===== config.mk =====
export PLATFORM = sky130hd
export DESIGN_NAME = exu_ecl
export DESIGN_NICKNAME = d
export VERILOG_FILES = /design/src/verilog/exu_ecl_pkg.sv /design/src/verilog/exu_ecl.sv /design/src/verilog/exu_ecl_bypass.sv /design/src/verilog/exu_ecl_dispatch.sv /design/src/verilog/exu_ecl_lsu_stall.sv /design/src/verilog/exu_ecl_writeback.sv
export VERILOG_INCLUDE_DIRS = /design/src /design/src/verilog
export SDC_FILE = /design/constraint.sdc
export NUM_CORES = 1
export LEC_CHECK = 0
export ABC_AREA = 1
export BUFFER_PORTS_ARGS = -buffer_cell sky130_fd_sc_hd__buf_2
export CAP_MARGIN = 25
export CORE_AREA = 3 3 599 601
export DETAILED_ROUTE_END_ITERATION = 8
export DIE_AREA = 0 0 602 604
export PLACE_DENSITY = 0.31
export SYNTH_ARGS = -nofsm -noshare
export SYNTH_HDL_FRONTEND = slang
export SYNTH_HIERARCHICAL = 1
export SYNTH_SLANG_ARGS = --single-unit

===== constraint.sdc =====
create_clock -name clk -period 2.54 [get_ports clk]
set_clock_uncertainty 0.1 [all_clocks]
set_input_delay 0.381 -clock clk [delete_from_list [all_inputs] [get_ports clk]]
set_output_delay 0.381 -clock clk [all_outputs]
set_load 0.01 [all_outputs]

===== src/verilog/exu_ecl_config.svh =====
`ifndef EXU_ECL_CONFIG_SVH
`define EXU_ECL_CONFIG_SVH

// general register width
`define EXU_GRLEN 64

// register index width, 32 architectural registers
`define EXU_REG_AW 5

// low bit of each register field in the instruction word
`define EXU_RD_LSB 0
`define EXU_RJ_LSB 5
`define EXU_RK_LSB 10

// opcode widths handed to each unit
`define EXU_ALU_OP_W 6
`define EXU_LSU_OP_W 8
`define EXU_BRU_OP_W 4

`endif


===== src/verilog/exu_ecl_pkg.sv =====
`default_nettype none

`include "exu_ecl_config.svh"

package exu_ecl_pkg;

   typedef logic [`EXU_GRLEN-1:0]  word_t;
   typedef logic [`EXU_REG_AW-1:0] reg_addr_t;

   // unit that executes the instruction
   typedef enum logic [1:0] {
      UNIT_ALU = 2'd0,
      UNIT_LSU = 2'd1,
      UNIT_BRU = 2'd2
   } unit_e;

   typedef logic [`EXU_ALU_OP_W-1:0] alu_op_t;
   typedef logic [`EXU_LSU_OP_W-1:0] lsu_op_t;
   typedef logic [`EXU_BRU_OP_W-1:0] bru_op_t;

   // decoded instruction as delivered by fetch
   typedef struct packed {
      unit_e   unit;
      alu_op_t alu_op;
      lsu_op_t lsu_op;
      bru_op_t bru_op;
      // first source reads rd instead of rj
      logic    rd2rj;
      // second source reads rd instead of rk
      logic    rd_read;
      // operand a is the pc
      logic    pc_related;
      // operand b is the immediate
      logic    use_imm;
      logic    double_word;
      // load/store offset comes from rs2
      logic    double_read;
   } decoded_op_t;

endpackage

`default_nettype wire


===== src/verilog/exu_ecl.sv =====
`default_nettype none

module exu_ecl (
   input  logic                     clk,
   input  logic                     rst_n,
   input  logic                     valid_d,
   input  logic [31:0]              inst_d,
   input  exu_ecl_pkg::word_t       pc_d,
   input  exu_ecl_pkg::decoded_op_t op_d,
   input  logic                     rf_wen_d,
   input  exu_ecl_pkg::reg_addr_t   rf_target_d,
   input  exu_ecl_pkg::word_t       imm_d,
   input  exu_ecl_pkg::word_t       c_d,
   input  exu_ecl_pkg::word_t       br_offs_d,
   input  exu_ecl_pkg::word_t       rs1_data_d,
   input  exu_ecl_pkg::word_t       rs2_data_d,
   input  exu_ecl_pkg::word_t       alu_res_e,
   input  exu_ecl_pkg::word_t       lsu_rdata_m,
   input  logic                     lsu_rdata_valid_m,
   input  exu_ecl_pkg::reg_addr_t   lsu_rd_m,
   input  logic                     lsu_wen_m,
   input  exu_ecl_pkg::word_t       bru_brpc_e,
   input  logic                     bru_taken_e,
   input  exu_ecl_pkg::word_t       bru_link_pc_e,
   input  logic                     bru_wen_e,
   output exu_ecl_pkg::reg_addr_t   rs1_addr_d,
   output exu_ecl_pkg::reg_addr_t   rs2_addr_d,
   output exu_ecl_pkg::word_t       alu_a_e,
   output exu_ecl_pkg::word_t       alu_b_e,
   output exu_ecl_pkg::alu_op_t     alu_op_e,
   output exu_ecl_pkg::word_t       alu_c_e,
   output logic                     alu_double_word_e,
   output logic                     lsu_valid_e,
   output exu_ecl_pkg::lsu_op_t     lsu_op_e,
   output exu_ecl_pkg::word_t       lsu_base_e,
   output exu_ecl_pkg::word_t       lsu_offset_e,
   output exu_ecl_pkg::word_t       lsu_wdata_e,
   output exu_ecl_pkg::reg_addr_t   lsu_rd_e,
   output logic                     lsu_wen_e,
   output logic                     bru_valid_e,
   output exu_ecl_pkg::bru_op_t     bru_op_e,
   output exu_ecl_pkg::word_t       bru_a_e,
   output exu_ecl_pkg::word_t       bru_b_e,
   output exu_ecl_pkg::word_t       bru_pc_e,
   output exu_ecl_pkg::word_t       bru_offset_e,
   output logic                     stall_req,
   output exu_ecl_pkg::word_t       br_pc_e,
   output logic                     br_taken_e,
   output exu_ecl_pkg::word_t       rd_data_w,
   output logic                     rd_wen_w,
   output exu_ecl_pkg::reg_addr_t   rd_addr_w
);
   import exu_ecl_pkg::*;

   word_t     opa_e;
   word_t     opb_e;
   word_t     imm_e;
   word_t     byp_rs1_e;
   word_t     byp_rs2_e;
   word_t     rd_data_m;
   reg_addr_t rs1_e;
   reg_addr_t rs2_e;
   reg_addr_t rd_e;
   reg_addr_t rd_m;
   logic      use_other_rs1_e;
   logic      use_other_rs2_e;
   logic      double_read_e;
   logic      alu_wen_e;
   logic      wen_m;
   logic      lsu_dispatch_d;

   exu_ecl_dispatch u_dispatch (
      .clk               (clk),
      .rst_n             (rst_n),
      .valid_d           (valid_d),
      .inst_d            (inst_d),
      .pc_d              (pc_d),
      .op_d              (op_d),
      .rf_wen_d          (rf_wen_d),
      .rf_target_d       (rf_target_d),
      .imm_d             (imm_d),
      .c_d               (c_d),
      .br_offs_d         (br_offs_d),
      .rs1_data_d        (rs1_data_d),
      .rs2_data_d        (rs2_data_d),
      .bru_taken_e       (bru_taken_e),
      .rs1_addr_d        (rs1_addr_d),
      .rs2_addr_d        (rs2_addr_d),
      .opa_e             (opa_e),
      .opb_e             (opb_e),
      .rs1_e             (rs1_e),
      .rs2_e             (rs2_e),
      .use_other_rs1_e   (use_other_rs1_e),
      .use_other_rs2_e   (use_other_rs2_e),
      .imm_e             (imm_e),
      .double_read_e     (double_read_e),
      .alu_op_e          (alu_op_e),
      .alu_c_e           (alu_c_e),
      .alu_double_word_e (alu_double_word_e),
      .lsu_valid_e       (lsu_valid_e),
      .lsu_op_e          (lsu_op_e),
      .lsu_rd_e          (lsu_rd_e),
      .lsu_wen_e         (lsu_wen_e),
      .bru_valid_e       (bru_valid_e),
      .bru_op_e          (bru_op_e),
      .bru_pc_e          (bru_pc_e),
      .bru_offset_e      (bru_offset_e),
      .rd_e              (rd_e),
      .alu_wen_e         (alu_wen_e),
      .lsu_dispatch_d    (lsu_dispatch_d),
      .br_taken_e        (br_taken_e)
   );

   exu_ecl_bypass u_byp_rs1 (
      .rs_e      (rs1_e),
      .use_other (use_other_rs1_e),
      .reg_val   (opa_e),
      .rd_m      (rd_m),
      .wen_m     (wen_m),
      .data_m    (rd_data_m),
      .rd_w      (rd_addr_w),
      .wen_w     (rd_wen_w),
      .data_w    (rd_data_w),
      .val_e     (byp_rs1_e)
   );

   exu_ecl_bypass u_byp_rs2 (
      .rs_e      (rs2_e),
      .use_other (use_other_rs2_e),
      .reg_val   (opb_e),
      .rd_m      (rd_m),
      .wen_m     (wen_m),
      .data_m    (rd_data_m),
      .rd_w      (rd_addr_w),
      .wen_w     (rd_wen_w),
      .data_w    (rd_data_w),
      .val_e     (byp_rs2_e)
   );

   // forwarded sources feed every unit
   assign alu_a_e     = byp_rs1_e;
   assign alu_b_e     = byp_rs2_e;
   assign lsu_base_e  = byp_rs1_e;
   assign lsu_wdata_e = byp_rs2_e;
   assign bru_a_e     = byp_rs1_e;
   assign bru_b_e     = byp_rs2_e;

   // register offset for indexed accesses, immediate otherwise
   assign lsu_offset_e = double_read_e ? byp_rs2_e : imm_e;

   assign br_pc_e = bru_brpc_e;

   exu_ecl_writeback u_writeback (
      .clk               (clk),
      .rst_n             (rst_n),
      .rd_e              (rd_e),
      .alu_wen_e         (alu_wen_e),
      .alu_res_e         (alu_res_e),
      .lsu_rdata_m       (lsu_rdata_m),
      .lsu_rdata_valid_m (lsu_rdata_valid_m),
      .lsu_rd_m          (lsu_rd_m),
      .lsu_wen_m         (lsu_wen_m),
      .bru_link_pc_e     (bru_link_pc_e),
      .bru_wen_e         (bru_wen_e),
      .rd_m              (rd_m),
      .wen_m             (wen_m),
      .rd_data_m         (rd_data_m),
      .rd_w              (rd_addr_w),
      .wen_w             (rd_wen_w),
      .rd_data_w         (rd_data_w)
   );

   exu_ecl_lsu_stall u_lsu_stall (
      .clk               (clk),
      .rst_n             (rst_n),
      .lsu_dispatch_d    (lsu_dispatch_d),
      .lsu_rdata_valid_m (lsu_rdata_valid_m),
      .stall_req         (stall_req)
   );

endmodule

`default_nettype wire


===== src/verilog/exu_ecl_bypass.sv =====
`default_nettype none

module exu_ecl_bypass (
   input  exu_ecl_pkg::reg_addr_t rs_e,
   input  logic                   use_other,
   input  exu_ecl_pkg::word_t     reg_val,
   input  exu_ecl_pkg::reg_addr_t rd_m,
   input  logic                   wen_m,
   input  exu_ecl_pkg::word_t     data_m,
   input  exu_ecl_pkg::reg_addr_t rd_w,
   input  logic                   wen_w,
   input  exu_ecl_pkg::word_t     data_w,
   output exu_ecl_pkg::word_t     val_e
);

   logic rs_nonzero;
   logic hit_m;
   logic hit_w;

   // r0 reads as zero, never forward into it
   assign rs_nonzero = |rs_e;

   assign hit_m = wen_m & (rd_m == rs_e) & rs_nonzero & ~use_other;
   assign hit_w = wen_w & (rd_w == rs_e) & rs_nonzero & ~use_other;

   // younger memory stage result wins over writeback
   always_comb begin
      if (hit_m) begin
         val_e = data_m;
      end else if (hit_w) begin
         val_e = data_w;
      end else begin
         val_e = reg_val;
      end
   end

endmodule

`default_nettype wire


===== src/verilog/exu_ecl_dispatch.sv =====
`default_nettype none

`include "exu_ecl_config.svh"

module exu_ecl_dispatch (
   input  logic                     clk,
   input  logic                     rst_n,
   input  logic                     valid_d,
   input  logic [31:0]              inst_d,
   input  exu_ecl_pkg::word_t       pc_d,
   input  exu_ecl_pkg::decoded_op_t op_d,
   input  logic                     rf_wen_d,
   input  exu_ecl_pkg::reg_addr_t   rf_target_d,
   input  exu_ecl_pkg::word_t       imm_d,
   input  exu_ecl_pkg::word_t       c_d,
   input  exu_ecl_pkg::word_t       br_offs_d,
   input  exu_ecl_pkg::word_t       rs1_data_d,
   input  exu_ecl_pkg::word_t       rs2_data_d,
   input  logic                     bru_taken_e,
   output exu_ecl_pkg::reg_addr_t   rs1_addr_d,
   output exu_ecl_pkg::reg_addr_t   rs2_addr_d,
   output exu_ecl_pkg::word_t       opa_e,
   output exu_ecl_pkg::word_t       opb_e,
   output exu_ecl_pkg::reg_addr_t   rs1_e,
   output exu_ecl_pkg::reg_addr_t   rs2_e,
   output logic                     use_other_rs1_e,
   output logic                     use_other_rs2_e,
   output exu_ecl_pkg::word_t       imm_e,
   output logic                     double_read_e,
   output exu_ecl_pkg::alu_op_t     alu_op_e,
   output exu_ecl_pkg::word_t       alu_c_e,
   output logic                     alu_double_word_e,
   output logic                     lsu_valid_e,
   output exu_ecl_pkg::lsu_op_t     lsu_op_e,
   output exu_ecl_pkg::reg_addr_t   lsu_rd_e,
   output logic                     lsu_wen_e,
   output logic                     bru_valid_e,
   output exu_ecl_pkg::bru_op_t     bru_op_e,
   output exu_ecl_pkg::word_t       bru_pc_e,
   output exu_ecl_pkg::word_t       bru_offset_e,
   output exu_ecl_pkg::reg_addr_t   rd_e,
   output logic                     alu_wen_e,
   output logic                     lsu_dispatch_d,
   output logic                     br_taken_e
);
   import exu_ecl_pkg::*;

   logic  kill_d;
   logic  inst_vld_d;
   logic  is_alu_d;
   logic  alu_dispatch_d;
   logic  bru_dispatch_d;
   logic  a_pc_d;
   logic  b_imm_d;
   logic  double_read_d;
   word_t opa_d;
   word_t opb_d;

   // a taken branch in execute squashes whatever sits in decode
   assign kill_d     = bru_valid_e & bru_taken_e;
   assign br_taken_e = kill_d;
   assign inst_vld_d = valid_d & ~kill_d;

   assign is_alu_d       = (op_d.unit == UNIT_ALU);
   assign alu_dispatch_d = inst_vld_d & is_alu_d;
   assign lsu_dispatch_d = inst_vld_d & (op_d.unit == UNIT_LSU);
   assign bru_dispatch_d = inst_vld_d & (op_d.unit == UNIT_BRU);

   // register file read ports
   assign rs1_addr_d = op_d.rd2rj ? inst_d[`EXU_RD_LSB +: `EXU_REG_AW]
                                  : inst_d[`EXU_RJ_LSB +: `EXU_REG_AW];
   assign rs2_addr_d = op_d.rd_read ? inst_d[`EXU_RD_LSB +: `EXU_REG_AW]
                                    : inst_d[`EXU_RK_LSB +: `EXU_REG_AW];

   // pc and immediate only replace register operands for alu ops
   assign a_pc_d        = op_d.pc_related & is_alu_d;
   assign b_imm_d       = op_d.use_imm & is_alu_d;
   assign double_read_d = op_d.double_read & lsu_dispatch_d;

   assign opa_d = a_pc_d ? pc_d : rs1_data_d;
   assign opb_d = b_imm_d ? imm_d : rs2_data_d;

   always_ff @(posedge clk) begin
      if (!rst_n) begin
         alu_wen_e   <= 1'b0;
         lsu_valid_e <= 1'b0;
         lsu_wen_e   <= 1'b0;
         bru_valid_e <= 1'b0;
      end else begin
         alu_wen_e   <= alu_dispatch_d & rf_wen_d;
         lsu_valid_e <= lsu_dispatch_d;
         lsu_wen_e   <= lsu_dispatch_d & rf_wen_d;
         bru_valid_e <= bru_dispatch_d;
      end
   end

   // decode to execute payload
   always_ff @(posedge clk) begin
      opa_e             <= opa_d;
      opb_e             <= opb_d;
      rs1_e             <= rs1_addr_d;
      rs2_e             <= rs2_addr_d;
      use_other_rs1_e   <= a_pc_d;
      use_other_rs2_e   <= b_imm_d | double_read_d;
      imm_e             <= imm_d;
      double_read_e     <= double_read_d;
      alu_op_e          <= op_d.alu_op;
      alu_c_e           <= c_d;
      alu_double_word_e <= op_d.double_word;
      lsu_op_e          <= op_d.lsu_op;
      lsu_rd_e          <= rf_target_d;
      bru_op_e          <= op_d.bru_op;
      bru_pc_e          <= pc_d;
      bru_offset_e      <= br_offs_d;
      rd_e              <= rf_target_d;
   end

endmodule

`default_nettype wire


===== src/verilog/exu_ecl_lsu_stall.sv =====
`default_nettype none

module exu_ecl_lsu_stall (
   input  logic clk,
   input  logic rst_n,
   input  logic lsu_dispatch_d,
   input  logic lsu_rdata_valid_m,
   output logic stall_req
);

   typedef enum logic {
      IDLE      = 1'b0,
      WAIT_DATA = 1'b1
   } state_e;

   state_e state_q;
   state_e state_d;

   // a new dispatch always (re)arms the wait
   always_comb begin
      state_d = state_q;
      if (lsu_dispatch_d) begin
         state_d = WAIT_DATA;
      end else if (state_q == WAIT_DATA && lsu_rdata_valid_m) begin
         state_d = IDLE;
      end
   end

   always_ff @(posedge clk) begin
      if (!rst_n) begin
         state_q <= IDLE;
      end else begin
         state_q <= state_d;
      end
   end

   // raised in the dispatch cycle already, dropped when data shows up
   assign stall_req = lsu_dispatch_d | ((state_q == WAIT_DATA) & ~lsu_rdata_valid_m);

   // load data only returns for an outstanding dispatch
   a_no_stray_data: assert property (@(posedge clk) disable iff (!rst_n)
      (lsu_rdata_valid_m && state_q == IDLE) |-> $past(lsu_dispatch_d));

endmodule

`default_nettype wire


===== src/verilog/exu_ecl_writeback.sv =====
`default_nettype none

module exu_ecl_writeback (
   input  logic                   clk,
   input  logic                   rst_n,
   input  exu_ecl_pkg::reg_addr_t rd_e,
   input  logic                   alu_wen_e,
   input  exu_ecl_pkg::word_t     alu_res_e,
   input  exu_ecl_pkg::word_t     lsu_rdata_m,
   input  logic                   lsu_rdata_valid_m,
   input  exu_ecl_pkg::reg_addr_t lsu_rd_m,
   input  logic                   lsu_wen_m,
   input  exu_ecl_pkg::word_t     bru_link_pc_e,
   input  logic                   bru_wen_e,
   output exu_ecl_pkg::reg_addr_t rd_m,
   output logic                   wen_m,
   output exu_ecl_pkg::word_t     rd_data_m,
   output exu_ecl_pkg::reg_addr_t rd_w,
   output logic                   wen_w,
   output exu_ecl_pkg::word_t     rd_data_w
);
   import exu_ecl_pkg::*;

   reg_addr_t rf_target_m;
   word_t     alu_res_m;
   word_t     bru_link_pc_m;
   logic      alu_wen_m;
   logic      bru_wen_m;

   // execute to memory
   always_ff @(posedge clk) begin
      if (!rst_n) begin
         alu_wen_m <= 1'b0;
         bru_wen_m <= 1'b0;
      end else begin
         alu_wen_m <= alu_wen_e;
         bru_wen_m <= bru_wen_e;
      end
   end

   always_ff @(posedge clk) begin
      rf_target_m   <= rd_e;
      alu_res_m     <= alu_res_e;
      bru_link_pc_m <= bru_link_pc_e;
   end

   // returning load data brings its own destination
   assign rd_m = lsu_rdata_valid_m ? lsu_rd_m : rf_target_m;

   // any unit may claim the write port
   assign wen_m = alu_wen_m | (lsu_wen_m & lsu_rdata_valid_m) | bru_wen_m;

   always_comb begin
      if (bru_wen_m) begin
         rd_data_m = bru_link_pc_m;
      end else if (lsu_rdata_valid_m) begin
         rd_data_m = lsu_rdata_m;
      end else begin
         // alu result is the default source
         rd_data_m = alu_res_m;
      end
   end

   // memory to writeback
   always_ff @(posedge clk) begin
      if (!rst_n) begin
         wen_w <= 1'b0;
      end else begin
         wen_w <= wen_m;
      end
   end

   always_ff @(posedge clk) begin
      rd_w      <= rd_m;
      rd_data_w <= rd_data_m;
   end

   // link write and load return cannot share the memory stage
   a_wb_conflict: assert property (@(posedge clk) disable iff (!rst_n)
      !(bru_wen_m && lsu_rdata_valid_m));

endmodule

`default_nettype wire

* Word-level counts from Yosys, hierarchy flattened *
Cells that the tools add are included.

storage, ports and cells
  output and inout bits = 813
  word-level logic and storage cells = 86
  register bits = 631

operators by class
  reduce and logical (&&, ||, !) cells = 5
  muxes and demuxes = 14
  equal/unequal tests = 6
  bitwise operators = 32

operators with widths
  cell                                                  count
  2-to-1 mux 64 bit                                     9
  bitwise AND 1 bit                                     24
  equality test 5 bit                                   4
  2-to-1 mux 5 bit                                      3
  OR reduction 5 bit                                    2
  inverter 1 bit                                        4
  OR 1 bit                                              4
  equality test 2 x 1 -> 1 bit (second input constant)  1
  equality test 2 bit (second input constant)           1
  logical NOT 2 bit                                     1
  2-to-1 mux 1 bit                                      2
  nonzero test 2 bit                                    1
  logical AND 1 bit                                     1

* Depth between registers and ports, before layout *
Gate-level depths: netlist of the first run.

  depth after elaboration = 8
  depth in mapped cells = 16

* Modules after synthesis *
The synthesis of the first run kept the hierarchy.

by module, submodules not included
  module             cells an instance  area an instance (um^2)  times used  seq. area each (um^2)
  exu_ecl_dispatch   902                10495.1                  1           8508.2
  exu_ecl_writeback  706                6115.9                   1           4103.9
  exu_ecl_bypass     543                2444.8                   2           0.0
  exu_ecl            526                3246.9                   1           0.0
  exu_ecl_lsu_stall  7                  50.0                     1           20.0

* Worst setup path after synthesis of the first run *
Ideal clock, no wire load.

  path type = input port to output port
  start point = in lsu_rdata_valid_m
  end point = out lsu_offset_e[10]
  slack = -0.109 ns
  arrival time = 2.168 ns
  stages on the path = 15
  path through = buf_4 -> inv_2 -> buf_6 -> buf_6 -> nand2_1 -> nand2_1 -> inv_1 -> nand2_1 -> nand3_2 -> nor3_4 -> buf_6 -> nand3_1 -> nand2_1 -> nand2_1 -> nand2_1

between the ends
  elaborated cells on any way between the ends = 12

RTL lines
  item                            line                     source
  from (decl)                     exu_ecl.sv:19            input logic lsu_rdata_valid_m,
  2-to-1 mux 5 bit                exu_ecl_writeback.sv:48  assign rd_m = lsu_rdata_valid_m ? lsu_rd_m : rf_target_m;
  named net rd_m[0]               exu_ecl.sv:64            reg_addr_t rd_m;
  equality test 5 bit             exu_ecl_bypass.sv:23     assign hit_m = wen_m & (rd_m == rs_e) & rs_nonzero & ~use_other;
  bitwise AND 1 bit (3 in a row)  exu_ecl_bypass.sv:23
  2-to-1 mux 64 bit               exu_ecl_bypass.sv:28     if (hit_m) begin
  named net alu_b_e[10]           exu_ecl.sv:29            output exu_ecl_pkg::word_t alu_b_e,
  2-to-1 mux 64 bit               exu_ecl.sv:149           assign lsu_offset_e = double_read_e ? byp_rs2_e : imm_e;
  to (decl)                       exu_ecl.sv:36            output exu_ecl_pkg::word_t lsu_offset_e,

The timed path passes the listed nets, and every way through them passes these cells.

* Worst setup path in the final report of the first run *
  start point = reg u_writeback.rd_w[0]
  end point = out bru_a_e[58]

between the ends
  word-level cells in the longest chain between the ends = 6

ends and longest elaborated chain
  item                            line                     source
  from (decl)                     exu_ecl_writeback.sv:18  output exu_ecl_pkg::reg_addr_t rd_w,
  from (signal assigned)          exu_ecl_writeback.sv:74  rd_w <= rd_m;
  equality test 5 bit             exu_ecl_bypass.sv:24     assign hit_w = wen_w & (rd_w == rs_e) & rs_nonzero & ~use_other;
  bitwise AND 1 bit (3 in a row)  exu_ecl_bypass.sv:24
  2-to-1 mux 64 bit               exu_ecl_bypass.sv:30     end else if (hit_w) begin
  2-to-1 mux 64 bit               exu_ecl_bypass.sv:28
  to (decl)                       exu_ecl.sv:42            output exu_ecl_pkg::word_t bru_a_e,

Every way passes these cells.

==> results.py, run 1 <==
metrics = {
    "clock_tree": {
        "cts_buffers": 93,
        "htree_levels": 3,
        "clkTransAtPathRegs_ps": 60,
        "cts_sinks": 631,
        "clock_latency_ps": 810,
        "cts_tree": "yes",
        "clock-root-buffer": "clkbuf_16",
        "clockBufferDepth": 4,
    },
    "flow_run": {
        "drv_cap": 0,
    },
    "timing": {
        "tightest_slew_ps": 872.7,
        "finalHoldViolCount": 0,
        "fmax_mhz": 294.7,
        "fin_crit_sh_pct": 133.6,
        "fin_crit_ps": 3394,
        "setup_viol": 449,
        "slew_headroom_pct": 41.82,
        "slew_violations": 0,
        "finalSetupTns_ps": -330800,
        "fin_hold_ws_ps": 56.25,
        "rsz0062_at_grt": "yes",
        "setup_ws_ps": -853.7,
    },
    "place": {
        "placed_area_um2": 38230,
        "dpl.hpwl_mm": 200.2,
        "place_ws_ps": -771.8,
        "globalplace.congestion": 0.8659,
        "portBuffers": 1383,
    },
    "logic_synthesis": {
        "yosysUniqueCellTypes": 26,
        "synth-warning-count": 6,
        "synthMuxAreaShare_pct": 0,
        "ys_top_cells_by_area": "dfxtp_1, nand2_1, nand3_1",
        "synth_common_cells": "nand2_1, dfxtp_1, nand3_1",
        "ys_seq_area_share_pct": 50.94,
        "ys_ff_latch": 631,
        "synth_xor_xnor_area_share_pct": 0.07064,
        "synth_most_common_cell": "nand2_1",
        "synth-edff-count": 0,
        "synth_top_flop_cell": "dfxtp_1",
        "synth-simple-area-share_pct": 28.37,
        "syn_inst": 3227,
        "synth_compound_area_share_pct": 0.3078,
        "async_flop_share_pct": 0,
        "synth_top_family_by_area": "simple AND/OR/NAND/NOR gates",
        "synth_area_per_cell_um2": 7.684,
        "synth_fa_ha_area_share_pct": 0,
        "synth_area_um2": 24800,
        "syn_nets": 3943,
        "yosysTopAreaCellShare_pct": 50.94,
        "synth_top_area_cell": "dfxtp_1",
    },
    "die": {
        "num_rows": 218,
        "initial_utilization_pct": 7.020,
        "dieWidth_um": 602,
        "coreArea_um2": 353200,
        "die_height_um": 604,
        "die_area_um2": 363600,
        "ios": 1529,
    },
    "routing": {
        "dr_total_vias": 29946,
        "drc_errors": 0,
        "via_per_inst": 2.937,
        "drtAntennaViolNets": 0,
        "drtIter0Drc": 1824,
        "first_pass_iters": 5,
        "post_drt_wl_per_cell_um": 24.51,
        "wirelength_mm": 249.9,
    },
    "finish": {
        "syn_to_final_growth_pct": 115.3,
        "drive_above_1_share_pct": 44.54,
        "layout.nets": 6083,
        "finish.utilization_pct": 15.12,
        "nFillCells": 40143,
        "post-route-cell-area_um2": 53400,
    },
    "power": {
        "p_sw_mw": 10.57,
        "p_int_mw": 22.17,
        "total_leakage_power_nw": 25.49,
        "irDropWorstVdd_uv": 531.5,
        "clkPwrFrac_pct": 41.4,
        "combinationalPowerShare_pct": 25.3,
        "seq_power_share_pct": 33.3,
        "p_sw_share_pct": 32.28,
        "power.density_nw_per_um2": 613.0,
    },
    "worst_setup_path": {
        "worstSetupStartpointType": "flop",
        "slowest_stage": "dfxtp_4",
        "worstPathRequired_ps": 2060,
        "critical_path_buf_inv_count": 6,
        "cp-end-kind": "output port",
        "cp_data_arrival_time_ps": 2910,
        "cpPeakStageDelay_ps": 360,
        "crit_fanout": 8,
        "worstSetupPathType": "flop to output port",
        "crit_family": "buffers and inverters",
        "worstPathCellList": "buf_4 > nand2_1 > nand3_2 > nor2_4 > buf_12 > nand2_8 > buf_16 > buf_16 > nand2_2 > nand3_2 > nand2_4 > buf_6 > buf_6",
    },
    "global_route": {
        "grt_pass1_wl_mm": 307.6,
        "grt_usage_pct": 12.80,
        "grt_max_degree": 36,
        "grt_pass1_vias": 30977,
        "antenna_found_initial": 110,
        "grt_overflow": 0,
    },
    "min_path": {
        "hp-class": "input pin to flop",
    },
    "outcome": {
        "status": "complete, but fails checks",
        "violations": "setup timing",
    },
}
[final cells by class]
cell class / count / area (µm²) / area share (%)
Clock buffer: 123 / 2581 / 4.834
Timing Repair Buffer: 2524 / 20500 / 38.39
Clock inverter: 40 / 491.7 / 0.9208
Sequential cell: 631 / 12690 / 23.76
Tap cell: 4730 / 5918 / 11.08
Multi-Input combinational cell: 1684 / 9499 / 17.79
Inverter: 433 / 1649 / 3.088
Antenna cell: 30 / 75.07 / 0.1406
[power by group through the flow]
stage / Sequential [mW] / Combinational (mW) / Clock (mW)
2_1_floorplan: 11.1 / 2.53 / 0
3_3_place_gp: 11.1 / 6.27 / 0
3_5_place_dp: 11.1 / 6.24 / 0
4_1_cts: 10.9 / 7.89 / 14.2
5_1_grt: 11.0 / 8.83 / 14.5
6_report: 10.9 / 8.28 / 13.6
[path summary, 6_finish.rpt]
path                                          from                            endpoint  slack, ps  cells past startpoint
setup / recovery       u_writeback/rd_w[0]$_DFF_P_                         bru_a_e[58]       -850                     13
hold / removal                             op_d[2]        u_dispatch/opb_e[59]$_DFF_P_         60                      3
hold reg to reg         u_dispatch/rd_e[1]$_DFF_P_  u_writeback/rf_target_m[1]$_DFF_P_        240                      0
setup reg to reg  u_writeback/bru_wen_m$_SDFF_PN0_   u_writeback/rd_data_w[23]$_DFF_P_        290                      6
[routing by layer]
metal  global-route usage, %  part of all wire [%]  up-vias
li1                        -                     -    13801
met1                   14.63                    38    14397
met4                   4.103                   3.9       34
met5                       0                 0.091        -
met3                   2.474                   5.9      392
met2                   23.66                    52     1322
[what timing repair did]
action / in CTS / in global routing
resized for setup: 323 / 387
hold endpoints to repair: 602 / 0
gates cloned: 8 / 21
setup endpoints to repair: 449 / 451
hold buffers: 734 / 0
pin swaps: 89 / 122
buffers inserted: 55 / 29
[worst reg2reg max path: stages (launching register included)]
cell and delay, ps:
dfxtp_4 370, buf_12 140, inv_4 80, buf_12 250, nand3_1 270, nand2_1 270, dlygate4sd3_1 670
[state kept, by name (all words and copies together) (netlist names), 4 cells and up]
signal and flops:
u_dispatch/alu_op_e 6, u_writeback/bru_link_pc_m 64, u_dispatch/rd_e 5, u_dispatch/alu_c_e 64
u_dispatch/opa_e 64, u_writeback/alu_res_m 64, u_dispatch/opb_e 64, u_writeback/rf_target_m 5
u_dispatch/rs2_e 5, u_dispatch/imm_e 64, u_dispatch/rs1_e 5, u_dispatch/lsu_op_e 8
u_dispatch/bru_offset_e 64, u_dispatch/bru_pc_e 64, u_writeback/rd_w 5, u_dispatch/bru_op_e 4
u_writeback/rd_data_w 64
[layout by cell type (no fill, tap or decap), types with 41 or more instances in the layout]
master and count:
buf_12 106, buf_2 1230, buf_4 226, buf_6 180, clkbuf_16 112, dfxtp_1 610
dlygate4sd3_1 734, inv_1 409, nand2_1 816, nand2_2 196, nand2_4 80, nand3_1 400
nand3_2 84, nand3_4 41
[cell families after synthesis]
group                  after synthesis
AO/OA/AOI/OAI                       14
XOR/XNOR                             2
buffers and inverters              912
flip-flops                         631
AND/OR/NAND/NOR                   1668
[per-stage QoR]
stage	total power [mW]	cells
2_1_floorplan	13.63	3227
3_3_place_gp	17.38	9163
3_5_place_dp	17.34	9163
4_1_cts	33.01	10121
5_1_grt	34.26	10180
6_report	32.73	10195
Power figures use the tool's default switching activity.
==> run 2: changes to the inputs <==
Settings changed: CORE_AREA 3 3 599 601 to 3 3 590 592, CTS_CLUSTER_DIAMETER from default to 150, DIE_AREA 0 0 602 604 to 0 0 593 595, SYNTH_HIERARCHICAL 1 to default.
==> run 2 against run 1 <==
Net effect: the run still ends with setup timing left; flip-flop and latch count did not move; worst setup slack got worse by 72 ps; final cell count fell by 5.0%; final area rose by 1.0%; critical path depth rose by 1; sequential share of layout area fell by 0.24 points; via count fell by 3.8%; synthesized cell count fell by 12%; clock-buffer cell count rose by 3.
==> results.py, run 2 <==
metrics = {
    "power": {
        "p_sw_mw": 10.53,
        "irDropWorstVdd_uv": 535.5,
        "p_sw_share_pct": 31.49,
        "total_power_mw": 33.44,
        "power.density_nw_per_um2": 619.9,
        "seq_power_share_pct": 32.4,
        "combinationalPowerShare_pct": 25.0,
        "total_leakage_power_nw": 24.63,
        "p_int_mw": 22.91,
        "clkPwrFrac_pct": 42.6,
    },
    "min_path": {
        "hp-class": "input pin to flop",
        "hold_depth": 3,
    },
    "finish": {
        "layout.nets": 5718,
        "drive_above_1_share_pct": 50.02,
        "syn_to_final_growth_pct": 124.2,
        "layout_common_cells": "buf_2, dlygate4sd3_1, dfxtp_1",
        "nFillCells": 38684,
        "seq_area_um2": 12680,
        "finish.utilization_pct": 15.73,
        "final_common_cell": "buf_2",
        "multi_input_area_um2": 9318,
    },
    "timing": {
        "fin_hold_ws_ps": 38.70,
        "slew_violations": 0,
        "fin_crit_ps": 3466,
        "setup_ws_ps": -925.8,
        "slew_headroom_pct": 44.08,
        "tightest_slew_ps": 838.8,
        "setup_viol": 448,
        "finalHoldViolCount": 0,
        "fmax_mhz": 288.5,
        "fin_crit_sh_pct": 136.4,
        "rsz0062_at_grt": "yes",
    },
    "logic_synthesis": {
        "syn_inst": 2837,
        "synth_area_um2": 24060,
        "synth-warning-count": 0,
        "synth-simple-area-share_pct": 21.33,
        "async_flop_share_pct": 0,
        "syn_nets": 3553,
        "synth_top_area_cell": "dfxtp_1",
        "ys_top_cells_by_area": "dfxtp_1, nand2_1, buf_4",
        "synth_top_flop_cell": "dfxtp_1",
        "synth_xor_xnor_area_share_pct": 0.2184,
        "ys_ff_latch": 631,
        "synth_top_family_by_area": "simple AND/OR/NAND/NOR gates",
        "ys_seq_area_share_pct": 52.50,
        "synth_compound_area_share_pct": 5.471,
        "synth_fa_ha_area_share_pct": 0,
        "synth_common_cells": "nand2_1, dfxtp_1, buf_4",
        "synth_most_common_cell": "nand2_1",
        "synth-edff-count": 0,
        "yosysTopAreaCellShare_pct": 52.50,
        "synthMuxAreaShare_pct": 3.463,
        "yosysUniqueCellTypes": 26,
        "synth_area_per_cell_um2": 8.481,
    },
    "global_route": {
        "antenna_found_initial": 125,
        "grt_overflow": 0,
        "grt_max_degree": 42,
        "grt_usage_pct": 14.07,
        "grt_pass1_vias": 30045,
        "grt_pass1_wl_mm": 319.9,
    },
    "routing": {
        "via_per_inst": 2.975,
        "drc_errors": 0,
        "dr_total_vias": 28805,
        "drtIter0Drc": 1676,
        "drtAntennaViolNets": 0,
        "wirelength_mm": 262.2,
        "post_drt_wl_per_cell_um": 27.08,
        "first_pass_iters": 5,
    },
    "flow_run": {
        "drv_cap": 0,
    },
    "worst_setup_path": {
        "cp-end-kind": "output port",
        "worstPathRequired_ps": 2060,
        "crit_fanout": 9,
        "slowest_stage": "dfxtp_4",
        "worstPathCellList": "nor2_4 > nand2_1 > nor2_1 > buf_4 > nor2_4 > buf_12 > nand2_8 > buf_16 > clkbuf_16 > nand2_2 > nand2_2 > nand2_2 > and2_4 > buf_6",
        "r2r_cells": 6,
        "path_common_cell": "nand2_2",
        "worstSetupPathType": "flop to output port",
        "cpPeakStageDelay_ps": 380,
        "worstSetupStartpointType": "flop",
        "cp_data_arrival_time_ps": 2980,
    },
    "clock_tree": {
        "cts_tree": "yes",
        "clockBufferDepth": 4,
        "htree_levels": 3,
        "clock-root-buffer": "clkbuf_16",
        "cts_buffers": 97,
        "cts_sinks": 631,
        "clkTransAtPathRegs_ps": 60,
        "clock_latency_ps": 830,
    },
    "outcome": {
        "violations": "setup timing",
        "status": "complete, but fails checks",
    },
    "die": {
        "die_area_um2": 352800,
        "dieWidth_um": 593,
        "die_height_um": 595,
        "ios": 1529,
        "initial_utilization_pct": 7.015,
        "num_rows": 215,
        "coreArea_um2": 343000,
    },
    "place": {
        "globalplace.congestion": 0.8462,
        "dpl.hpwl_mm": 204.1,
        "portBuffers": 1383,
    },
}
==> run 2: cell count changes in the layout (fill, tap and decap cells not counted), sizes merged, moves of 7 or more <==
cell	change
o211ai	+64
o21a	+64
nand2	-340
clkbuf	-7
diode	+17
and2	+64
or2	+60
o21ai	+55
mux2	+74
nand3	-263
inv	-142
buf	+7
==> run 2: timing repair <==
action                                 CTS  global route
setup endpoints to repair              448           448
endpoints found under the hold margin  601             0
hold buffers                           735             0
gates resized for setup                646           482
setup buffers                           59            33
pin swaps                               68            84
cloned                                  24            10
==> run 2: cell type report <==
cell class / count / share of cell area [%]
antenna: 47 / 0.2181
clock buffer: 126 / 5.041
clock inverter: 49 / 1.088
inverter: 285 / 2.039
multi-input combinational: 1464 / 17.28
sequential: 631 / 23.51
tap: 4557 / 10.57
timing repair buffer: 2523 / 40.25
==> run 2: logic make-up after synthesis <==
family	after synthesis
simple gates	1185
xor+xnor	6
mux	74
compound gates	199
buf+inv	742
flops	631
==> run 2: worst paths after layout <==
path,from,end,slack [ps]
setup / recovery,u_dispatch.rs2_e[0]$_DFF_P_,bru_b_e[45],-930
hold / removal,rs1_data_d[46],u_dispatch.opa_e[46]$_DFF_P_,40
setup reg to reg,u_dispatch.bru_valid_e$_SDFF_PN0_,u_dispatch.bru_valid_e$_SDFF_PN0_,190
hold reg to reg,u_dispatch.lsu_rd_e[0]$_DFF_P_,u_writeback.rf_target_m[0]$_DFF_P_,340
==> run 2: worst max-delay path, delay by kind of cell (launching register included) <==
family | cells | cell delay, ps
DFF | 1 | 380
and+or+nand+nor | 9 | 750
buffers and inverters | 5 | 880
==> run 2: routing by layer <==
metal  wire length (µm)  track usage, %  vias to the layer above
met5                124               0                        -
met4              14300           6.793                       18
met3              20730           4.166                      505
met2             131000           25.27                     1488
met1              96040           14.89                    13828
li1                   -               -                    12966
==> run 2: power groups by stage <==
stage          sequential, mW  clock (mW)  combinational (mW)
6_report                 10.8        14.2                8.36
4_1_cts                  10.8        14.9                8.06
3_5_place_dp             11.0           0                5.96
2_1_floorplan            11.1           0                2.26
5_1_grt                  10.9        15.1                8.89
3_3_place_gp             11.0           0                6.00
==> run 2: stage by stage <==
| step | setup WS (ps) | TNS, ps | instances | instance area (µm²) |
|---|---|---|---|---|
| detailed placement | -709.2 | -134710 | 8613 | 37250 |
| CTS | -1073 | -422160 | 9601 | 51540 |
| global route | -1028 | -410890 | 9659 | 53880 |
| finish | -925.8 | -342840 | 9682 | 53940 |
| global placement | -787.1 | -163230 | 8613 | 37250 |
| floorplan | 279.3 | 0 | 2837 | 24060 |
